==> src/npc_macros.svh <==
`ifndef NPC_MACROS_SVH
`define NPC_MACROS_SVH

// reset state
`define NPC_RESET_PC       64'h0000_0000_8000_0000
`define NPC_MSTATUS_RESET  64'ha00001800
`define NPC_GPR_NUM        32

// major opcodes of the executed subset
`define OPC_OP_IMM  7'b0010011
`define OPC_OP      7'b0110011
`define OPC_LUI     7'b0110111
`define OPC_BRANCH  7'b1100011
`define OPC_SYSTEM  7'b1110011

// funct fields
`define F3_ADD      3'b000
`define F3_BEQ      3'b000
`define F3_PRIV     3'b000
`define F3_CSRRW    3'b001
`define F7_ADD      7'b0000000
`define F7_SUB      7'b0100000
`define F12_ECALL   12'h000
`define F12_MRET    12'h302

// machine csr addresses
`define CSR_MSTATUS 12'h300
`define CSR_MTVEC   12'h305
`define CSR_MEPC    12'h341
`define CSR_MCAUSE  12'h342

// mstatus fields
`define MSTATUS_MIE  3
`define MSTATUS_MPIE 7
`define MSTATUS_MPP  12:11

// trap causes
`define CAUSE_ILLEGAL 64'd2
`define CAUSE_ECALL_M 64'd11

`endif

==> src/npc_pkg.sv <==
package npc_pkg;

	//**************************************************
	// word types
	//**************************************************

	// data and address word of the rv64 core
	typedef logic [63:0] xlen_t;

	// one fetched instruction
	typedef logic [31:0] inst_t;

	// general register index, x0 to x31
	typedef logic [4:0] reg_idx_t;

	// machine csr address space
	typedef logic [11:0] csr_addr_t;

	//**************************************************
	// fetch fsm
	//**************************************************

	// idle until exu hands back the next pc
	// request holds fetch_req up until the ack
	// issue presents the captured word for one cycle
	typedef enum logic [1:0] {
		FETCH_IDLE,
		FETCH_REQUEST,
		FETCH_ISSUE
	} fetch_state_t;

endpackage

==> src/npc_regfile.sv <==
`include "npc_macros.svh"

module npc_regfile import npc_pkg::*; (
	input  logic     clk,

	// read ports
	input  reg_idx_t rs1,
	input  reg_idx_t rs2,
	output xlen_t    rs1_data,
	output xlen_t    rs2_data,

	// write port
	input  reg_idx_t rd,
	input  logic     rd_wen,
	input  xlen_t    rd_data
);

	//**************************************************
	// general register array
	//**************************************************

	xlen_t gpr [`NPC_GPR_NUM];

	// x0 is hardwired, never written
	always_ff @(posedge clk) begin
		if (rd_wen && (rd != '0)) begin
			gpr[rd] <= rd_data;
		end
	end

	// combinational reads
	// index zero forced to zero since gpr[0] never gets a value
	assign rs1_data = (rs1 == '0) ? '0 : gpr[rs1];
	assign rs2_data = (rs2 == '0) ? '0 : gpr[rs2];

endmodule

==> src/npc_csr.sv <==
`include "npc_macros.svh"

module npc_csr import npc_pkg::*; (
	input  logic      clk,
	input  logic      rst_n,

	// plain csr access from exu
	input  csr_addr_t csr_addr,
	input  logic      csr_wen,
	input  xlen_t     csr_wdata,
	output xlen_t     csr_rdata,

	// trap entry and return
	input  logic      trap_take,
	input  xlen_t     trap_cause,
	input  xlen_t     trap_pc,
	input  logic      mret_take,

	// for next pc selection
	output xlen_t     mtvec,
	output xlen_t     mepc
);

	xlen_t mcause;
	xlen_t mstatus;

	//**************************************************
	// register update
	//**************************************************

	always_ff @(posedge clk) begin
		if (!rst_n) begin
			mtvec   <= '0;
			mepc    <= '0;
			mcause  <= '0;
			mstatus <= `NPC_MSTATUS_RESET;
		end else if (trap_take) begin
			// trap entry wins over any plain write
			mepc                  <= trap_pc;
			mcause                <= trap_cause;
			mstatus[`MSTATUS_MPIE] <= mstatus[`MSTATUS_MIE];
			mstatus[`MSTATUS_MIE]  <= 1'b0;
			// previous mode is always machine here
			mstatus[`MSTATUS_MPP]  <= 2'b11;
		end else if (mret_take) begin
			mstatus[`MSTATUS_MIE]  <= mstatus[`MSTATUS_MPIE];
			mstatus[`MSTATUS_MPIE] <= 1'b1;
		end else if (csr_wen) begin
			case (csr_addr)
				`CSR_MTVEC:   mtvec   <= csr_wdata;
				`CSR_MEPC:    mepc    <= csr_wdata;
				`CSR_MCAUSE:  mcause  <= csr_wdata;
				`CSR_MSTATUS: mstatus <= csr_wdata;
				default: ;
			endcase
		end
	end

	//**************************************************
	// address decoded read
	//**************************************************

	always_comb begin
		case (csr_addr)
			`CSR_MTVEC:   csr_rdata = mtvec;
			`CSR_MEPC:    csr_rdata = mepc;
			`CSR_MCAUSE:  csr_rdata = mcause;
			`CSR_MSTATUS: csr_rdata = mstatus;
			default:      csr_rdata = '0;
		endcase
	end

endmodule

==> src/npc_ifu.sv <==
`include "npc_macros.svh"

module npc_ifu import npc_pkg::*; (
	input  logic  clk,
	input  logic  rst_n,

	// instruction memory side
	output logic  fetch_req,
	output xlen_t fetch_addr,
	input  logic  fetch_ack,
	input  inst_t fetch_inst,

	// current fetch pc
	output xlen_t pc,

	// to exu
	output logic  inst_valid,
	output inst_t inst,
	output xlen_t inst_pc,

	// next pc from exu
	input  logic  pc_update,
	input  xlen_t dnpc
);

	fetch_state_t state;
	xlen_t        pc_q;
	// first request after reset needs no pc_update
	logic         boot;

	//**************************************************
	// fetch fsm
	//**************************************************

	always_ff @(posedge clk) begin
		if (!rst_n) begin
			state <= FETCH_IDLE;
			pc_q  <= `NPC_RESET_PC;
			boot  <= 1'b1;
		end else begin
			case (state)
				FETCH_IDLE: begin
					if (boot) begin
						boot  <= 1'b0;
						state <= FETCH_REQUEST;
					end else if (pc_update) begin
						pc_q  <= dnpc;
						state <= FETCH_REQUEST;
					end
				end
				// address held until memory acks
				FETCH_REQUEST: begin
					if (fetch_ack) begin
						state <= FETCH_ISSUE;
					end
				end
				// one cycle issue then wait for exu
				FETCH_ISSUE: state <= FETCH_IDLE;
				default:     state <= FETCH_IDLE;
			endcase
		end
	end

	// capture word and its pc on the ack cycle
	always_ff @(posedge clk) begin
		if ((state == FETCH_REQUEST) && fetch_ack) begin
			inst    <= fetch_inst;
			inst_pc <= pc_q;
		end
	end

	assign fetch_req  = (state == FETCH_REQUEST);
	assign fetch_addr = pc_q;
	assign pc         = pc_q;
	assign inst_valid = (state == FETCH_ISSUE);

endmodule

==> src/npc_exu.sv <==
`include "npc_macros.svh"

module npc_exu import npc_pkg::*; (
	input  logic      clk,
	input  logic      rst_n,

	// from ifu
	input  logic      inst_valid,
	input  inst_t     inst,
	input  xlen_t     inst_pc,

	// register file
	output reg_idx_t  rs1,
	output reg_idx_t  rs2,
	input  xlen_t     rs1_data,
	input  xlen_t     rs2_data,
	output reg_idx_t  rd,
	output logic      rd_wen,
	output xlen_t     rd_data,

	// csr block
	output csr_addr_t csr_addr,
	output logic      csr_wen,
	output xlen_t     csr_wdata,
	input  xlen_t     csr_rdata,
	output logic      trap_take,
	output xlen_t     trap_cause,
	output xlen_t     trap_pc,
	output logic      mret_take,
	input  xlen_t     mtvec,
	input  xlen_t     mepc,

	// next pc back to ifu
	output logic      pc_update,
	output xlen_t     dnpc,

	// commit report
	output logic      wb_valid,
	output xlen_t     wb_pc,
	output reg_idx_t  wb_rd,
	output xlen_t     wb_data
);

	logic [6:0] opcode;
	logic [2:0] funct3;
	logic [6:0] funct7;
	reg_idx_t   rd_idx;
	xlen_t      imm_i;
	xlen_t      imm_u;
	xlen_t      imm_b;
	xlen_t      snpc;
	logic       csr_known;
	logic       sys_zero;

	logic       illegal;
	logic       is_ecall;
	logic       is_mret;
	logic       is_trap;
	logic       gpr_wen;
	logic       csr_we;
	logic       commit_wen;
	xlen_t      gpr_data;
	xlen_t      next_pc;

	//**************************************************
	// field extraction
	//**************************************************

	assign opcode   = inst[6:0];
	assign funct3   = inst[14:12];
	assign funct7   = inst[31:25];
	assign rd_idx   = inst[11:7];
	assign rs1      = inst[19:15];
	assign rs2      = inst[24:20];
	// inst stays put through the commit cycle, so this also serves the write
	assign csr_addr = inst[31:20];

	assign imm_i = {{52{inst[31]}}, inst[31:20]};
	assign imm_u = {{32{inst[31]}}, inst[31:12], 12'b0};
	assign imm_b = {{51{inst[31]}}, inst[31], inst[7], inst[30:25], inst[11:8], 1'b0};
	assign snpc  = inst_pc + 64'd4;

	// only the four implemented csrs
	assign csr_known = (csr_addr == `CSR_MTVEC) || (csr_addr == `CSR_MEPC) ||
		(csr_addr == `CSR_MCAUSE) || (csr_addr == `CSR_MSTATUS);
	// rs1, funct3 and rd all zero for ecall and mret
	assign sys_zero = (inst[19:7] == '0);

	//**************************************************
	// decode and execute
	//**************************************************

	always_comb begin
		illegal  = 1'b0;
		is_ecall = 1'b0;
		is_mret  = 1'b0;
		gpr_wen  = 1'b0;
		csr_we   = 1'b0;
		gpr_data = '0;
		next_pc  = snpc;
		case (opcode)
			`OPC_OP_IMM: begin
				if (funct3 == `F3_ADD) begin
					gpr_wen  = 1'b1;
					gpr_data = rs1_data + imm_i;
				end else begin
					illegal = 1'b1;
				end
			end
			`OPC_OP: begin
				if ((funct3 == `F3_ADD) && (funct7 == `F7_ADD)) begin
					gpr_wen  = 1'b1;
					gpr_data = rs1_data + rs2_data;
				end else if ((funct3 == `F3_ADD) && (funct7 == `F7_SUB)) begin
					gpr_wen  = 1'b1;
					gpr_data = rs1_data - rs2_data;
				end else begin
					illegal = 1'b1;
				end
			end
			`OPC_LUI: begin
				gpr_wen  = 1'b1;
				gpr_data = imm_u;
			end
			`OPC_BRANCH: begin
				if (funct3 != `F3_BEQ) begin
					illegal = 1'b1;
				end else if (rs1_data == rs2_data) begin
					next_pc = inst_pc + imm_b;
				end
			end
			`OPC_SYSTEM: begin
				if ((funct3 == `F3_CSRRW) && csr_known) begin
					// old csr value goes to rd
					gpr_wen  = 1'b1;
					gpr_data = csr_rdata;
					csr_we   = 1'b1;
				end else if (sys_zero && (csr_addr == `F12_ECALL)) begin
					is_ecall = 1'b1;
				end else if (sys_zero && (csr_addr == `F12_MRET)) begin
					is_mret = 1'b1;
					next_pc = mepc;
				end else begin
					illegal = 1'b1;
				end
			end
			default: illegal = 1'b1;
		endcase
		is_trap = illegal || is_ecall;
		// vector to mtvec with low bits cleared
		if (is_trap) begin
			next_pc = {mtvec[63:2], 2'b00};
		end
	end

	// x0 writes report as no write
	assign commit_wen = gpr_wen && (rd_idx != '0);

	//**************************************************
	// commit registers
	//**************************************************

	always_ff @(posedge clk) begin
		if (!rst_n) begin
			wb_valid  <= 1'b0;
			pc_update <= 1'b0;
			rd_wen    <= 1'b0;
			csr_wen   <= 1'b0;
			trap_take <= 1'b0;
			mret_take <= 1'b0;
		end else begin
			wb_valid  <= inst_valid;
			pc_update <= inst_valid;
			rd_wen    <= inst_valid && commit_wen;
			csr_wen   <= inst_valid && csr_we;
			trap_take <= inst_valid && is_trap;
			mret_take <= inst_valid && is_mret;
		end
	end

	// payload only loads with a new instruction
	always_ff @(posedge clk) begin
		if (inst_valid) begin
			dnpc       <= next_pc;
			wb_pc      <= inst_pc;
			wb_rd      <= commit_wen ? rd_idx : '0;
			wb_data    <= commit_wen ? gpr_data : '0;
			csr_wdata  <= rs1_data;
			trap_cause <= is_ecall ? `CAUSE_ECALL_M : `CAUSE_ILLEGAL;
		end
	end

	// write port and trap pc come straight from the commit report
	assign rd      = wb_rd;
	assign rd_data = wb_data;
	assign trap_pc = wb_pc;

endmodule

==> src/npc_top.sv <==
module npc_top import npc_pkg::*; (
	input  logic     clk,
	input  logic     rst_n,

	// instruction memory
	output logic     fetch_req,
	output xlen_t    fetch_addr,
	input  logic     fetch_ack,
	input  inst_t    fetch_inst,

	output xlen_t    pc,

	// commit report
	output logic     wb_valid,
	output xlen_t    wb_pc,
	output reg_idx_t wb_rd,
	output xlen_t    wb_data
);

	//**************************************************
	// ifu to exu
	//**************************************************

	logic      inst_valid;
	inst_t     inst;
	xlen_t     inst_pc;
	logic      pc_update;
	xlen_t     dnpc;

	npc_ifu u_ifu (
		.clk        (clk),
		.rst_n      (rst_n),
		.fetch_req  (fetch_req),
		.fetch_addr (fetch_addr),
		.fetch_ack  (fetch_ack),
		.fetch_inst (fetch_inst),
		.pc         (pc),
		.inst_valid (inst_valid),
		.inst       (inst),
		.inst_pc    (inst_pc),
		.pc_update  (pc_update),
		.dnpc       (dnpc)
	);

	//**************************************************
	// general registers
	//**************************************************

	reg_idx_t  rs1;
	reg_idx_t  rs2;
	xlen_t     rs1_data;
	xlen_t     rs2_data;
	reg_idx_t  rd;
	logic      rd_wen;
	xlen_t     rd_data;

	npc_regfile u_regfile (
		.clk      (clk),
		.rs1      (rs1),
		.rs2      (rs2),
		.rs1_data (rs1_data),
		.rs2_data (rs2_data),
		.rd       (rd),
		.rd_wen   (rd_wen),
		.rd_data  (rd_data)
	);

	//**************************************************
	// machine csrs
	//**************************************************

	csr_addr_t csr_addr;
	logic      csr_wen;
	xlen_t     csr_wdata;
	xlen_t     csr_rdata;
	logic      trap_take;
	xlen_t     trap_cause;
	xlen_t     trap_pc;
	logic      mret_take;
	xlen_t     mtvec;
	xlen_t     mepc;

	npc_csr u_csr (
		.clk        (clk),
		.rst_n      (rst_n),
		.csr_addr   (csr_addr),
		.csr_wen    (csr_wen),
		.csr_wdata  (csr_wdata),
		.csr_rdata  (csr_rdata),
		.trap_take  (trap_take),
		.trap_cause (trap_cause),
		.trap_pc    (trap_pc),
		.mret_take  (mret_take),
		.mtvec      (mtvec),
		.mepc       (mepc)
	);

	// execute and write back
	npc_exu u_exu (
		.clk        (clk),
		.rst_n      (rst_n),
		.inst_valid (inst_valid),
		.inst       (inst),
		.inst_pc    (inst_pc),
		.rs1        (rs1),
		.rs2        (rs2),
		.rs1_data   (rs1_data),
		.rs2_data   (rs2_data),
		.rd         (rd),
		.rd_wen     (rd_wen),
		.rd_data    (rd_data),
		.csr_addr   (csr_addr),
		.csr_wen    (csr_wen),
		.csr_wdata  (csr_wdata),
		.csr_rdata  (csr_rdata),
		.trap_take  (trap_take),
		.trap_cause (trap_cause),
		.trap_pc    (trap_pc),
		.mret_take  (mret_take),
		.mtvec      (mtvec),
		.mepc       (mepc),
		.pc_update  (pc_update),
		.dnpc       (dnpc),
		.wb_valid   (wb_valid),
		.wb_pc      (wb_pc),
		.wb_rd      (wb_rd),
		.wb_data    (wb_data)
	);

endmodule

==> config.mk <==
export PLATFORM = sky130hd
export DESIGN_NAME = npc_top
export DESIGN_NICKNAME = d
export VERILOG_FILES = /design/src/npc_pkg.sv /design/src/npc_regfile.sv /design/src/npc_csr.sv /design/src/npc_ifu.sv /design/src/npc_exu.sv /design/src/npc_top.sv
export VERILOG_INCLUDE_DIRS = /design/src
export SDC_FILE = /design/constraint.sdc
export NUM_CORES = 2
export LEC_CHECK = 0
export BUFFER_PORTS_ARGS = -buffer_cell sky130_fd_sc_hd__buf_2
export CORE_MARGIN = 1
export CORE_UTILIZATION = 54
export CTS_CLUSTER_DIAMETER = 150
export DETAILED_ROUTE_END_ITERATION = 6
export PLACE_DENSITY = 0.73
export SLEW_MARGIN = 20
export SYNTH_ARGS = -nofsm -noshare
export SYNTH_HDL_FRONTEND = slang
export SYNTH_SLANG_ARGS = --single-unit
==> constraint.sdc <==
create_clock -name clk -period 12.56 [get_ports clk]
set_clock_uncertainty 0.2 [all_clocks]
set_input_delay 0.628 -clock clk [delete_from_list [all_inputs] [get_ports clk]]
set_output_delay 0.628 -clock clk [all_outputs]
set_load 0.05 [all_outputs]
==> metrics.txt <==
Avg Cell Area, Syn about 15 um^2; final wirelength about 480000 um; crit path to u_exu.dnpc[58]; CORE AREA 254000 um^2; Levels on crit path 19; Achievable Freq between 100 and 150 MHz; r2r worst-path depth 19; WHS about 0.17 ns; switching pwr around 6700 uW; CTS tree done; Crit path max-delay family buffers and inverters; worst-path cell chain buf_12 > buf_4 > buf_4 > mux4_2 > mux4_2 > mux2i_1 > nor2_1 > ha_1 > inv_1 > nor2_1 > and3_1 > nand4_1 > or4_2 > buf_4 > a21boi_4 > nor2_1 > a21oi_1 > o21ai_1 > a21o_1; ys async rst share 0%; CTS root buf clkbuf_16; largest net degree at the start of global routing ~140; Final HPWL DP about 290000 um; ys flop type edfxtp_1; Die Area between 200000 and 300000 um^2; Net Sw Frac 28.6%; critical path data arrival time 9.13 ns; Fin Setup TNS 0 ns; Detail Route Antenna Nets 0; RSZ-0062 raised after global routing false; Min-Delay Path Class in2reg; Lkg Pwr between 0.05 and 0.06 uW; Clock Power Share 37.3%; wire per inst ~36 um; final instance area approximately 150000 um^2; buffer count from post-CTS setup fixing 0; Post-synth EDFFs 2406; worst-margin pin slew approximately 1.2 ns; status finished, violations left; setup violators final 0; Mapped Area between 100000 and 150000 um^2; PortBufs a little under 300; Final min period 8.64 ns; Power Dens Cells about 150 nW/um^2; TritonCTS Sinks about 2700; Yosys cell types 91; commonest non-fill, non-tap cell in the layout edfxtp_1; worst reg2reg endpoint u_exu.dnpc[58]; Peak VDD IR a little under 0.2 mV; Detailed Route Iter0 Violations between 10000 and 15000; Logic pwr share 19.7%; Vias/cell between 7 and 8; clock buffer depth 4; Nets just under 10000; clock slew seen by the registers of the worst setup and hold paths 0.06 ns; die height between 500 and 600 um; total number of vias between 90000 and 100k; layout cells sized above 1 approximately a quarter; Cell Rows 185; Syn-to-layout area delta 11.1%; RD Place Congestion ~0.98; Final Max Tran Viols 0; kind of critical path reg2reg; max-capacitance violation count 0; Yosys top cell area share 52.2%; R2R Setup Slk a little under 4 ns; vias in the first global route approximately 90000; synth warn 0; Yosys top cell by area edfxtp_1; Reg power frac between 40% and 50%; CTS Buf Count about 310; crit share post-route between 60 and 70%; number of failing hold endpoints at the final stage 0; initial antenna violation count 10; die width between 500 and 600 um; max incr delay on CP around 0.75 ns; overall global routing resource usage 36.6%; #FFs+latches synth ~2700; failing checks design-rule violations; crit path buf inv count 5; GR Overflow Total 0; num ports approximately 300; first-pass GRT wire length just under 700000 um; Hold Crit Depth 2; Int Pwr approximately 17000 uW; commonest cells after routing, fill and taps aside edfxtp_1 (2406), mux4_2 (1278), nand2_1 (863); H-tree depth 5; Worst slew margin between 10% and 20%; Gate Count Post-Synth about 9300; Worst setup EP type register; drt drc 7; Critical Path RT approximately 13 ns; sequential area share after synthesis 57.1%; First-pass DRT Iterations 7; Initial Util 54.4%; Critical Path Slowest Stage Cell a21boi_4; clk_lat worst skew between 1 and 1.5 ns; synth top area cells edfxtp_1 (52%), mux4_2 (21%), dfxtp_1 (4.9%); DP Area 144000 um^2; crit path launch type register; CP Max Fanout 75
## layout make-up
class | count | area [um^2]
Antenna cell | 10 | 25.0
Clock buffer | 376 | 8090
Clock inverter | 152 | 1410
Fill cell | 18504 | 101000
Inverter | 179 | 684
Multi-Input combinational cell | 5732 | 56200
Sequential cell | 2744 | 79100
Tap cell | 3366 | 4210
Timing Repair Buffer | 576 | 3920
## per-layer routing
layer  vias up  GRT usage (%)  share of wire, %
li1      37643              -                 -
met1     48577           49.9                36
met2      7782           55.3                45
met3      1321           9.71                13
met4         8           17.1               5.3
met5         -              0             0.011
## worst min-delay path by stage
stage / from / end / slack (ns)
2_1_floorplan: u_ifu.inst_pc[0] / u_exu.trap_pc[0] / 0.23
3_3_place_gp: u_csr.mstatus[55] / u_csr.mstatus[55] / 0.24
3_5_place_dp: u_csr.mstatus[30] / u_csr.mstatus[30] / 0.25
4_1_cts: fetch_inst[1] / u_ifu.inst[1] / 0.12
5_1_grt: fetch_inst[5] / u_ifu.inst[5] / 0.16
6_report: fetch_inst[1] / u_ifu.inst[1] / 0.17
## sequential cells by signal, summed over array words and instances (netlist names), 2 cells and up, named ones only
name              count
u_ifu.inst           32
u_csr.mepc           64
u_csr.mstatus        64
u_ifu.fetch_addr     64
u_exu.rd              5
u_exu.dnpc           64
u_csr.mcause         64
u_regfile.gpr      2048
u_exu.csr_wdata      64
u_exu.trap_pc        64
u_ifu.inst_pc        64
u_exu.rd_data        64
u_csr.mtvec          64
u_ifu.state           2
## what timing repair did
item | in CTS | in global routing
endpoints found under the setup margin | 0 | 0
hold buffers | 34 | 0
resized for setup | 0 | 0
hold endpoints to repair | 48 | 0
## synthesized netlist by cell type (38+ instances only)
cell type / instances
a21o_1: 174
a21oi_1: 626
a221oi_1: 165
a22oi_1: 133
a31oi_1: 42
buf_1: 117
buf_4: 66
clkbuf_1: 539
dfxtp_1: 338
edfxtp_1: 2406
ha_1: 253
inv_1: 177
mux2i_1: 105
mux4_2: 1278
nand2_1: 866
nand2b_1: 101
nand3_1: 96
nand4_1: 80
nor2_1: 584
nor2b_1: 38
nor3_1: 61
o21ai_0: 206
o21ai_1: 65
o21bai_1: 65
xnor2_1: 147
xor2_1: 94
## per-stage QoR
step / cells / util [%] / power [uW] / worst slack [ns]
after global placement: 12553 / 56.4 / 14700 / 4.19
after global routing: 13129 / 60.4 / 24000 / 3.69
after floorplan: 9390 / - / 13300 / 4.18
after CTS: 13118 / 60.3 / 23300 / 4.11
after detailed placement: 12556 / 56.5 / 14700 / 4.23
final: 13135 / 60.4 / 23400 / 3.92
## logic make-up (layout without fill, tap and decap cells)
kind of cell / count (synthesis) / after routing / share of synthesized area, %
other: 1 / 74 / 0.00271
flip-flops: 2744 / 2744 / 57.1
XOR/XNOR: 242 / 242 / 1.55
AO/OA/AOI/OAI: 1765 / 1765 / 8.24
multiplexers: 1389 / 1389 / 21.6
AND/OR/NAND/NOR: 2016 / 2016 / 6.45
buffers and inverters: 914 / 1283 / 2.68
adder cells (fa/ha/maj): 256 / 256 / 2.33
## power groups by stage
stage	registers [uW]	clock network (uW)	logic (uW)
after global placement	10300	0	4460
final	10100	8720	4600
after global routing	10100	9080	4830
after floorplan	10200	0	3120
after CTS	10100	8770	4480
after detailed placement	10300	0	4440
No activity file was read; power rests on OpenSTA's default activity.
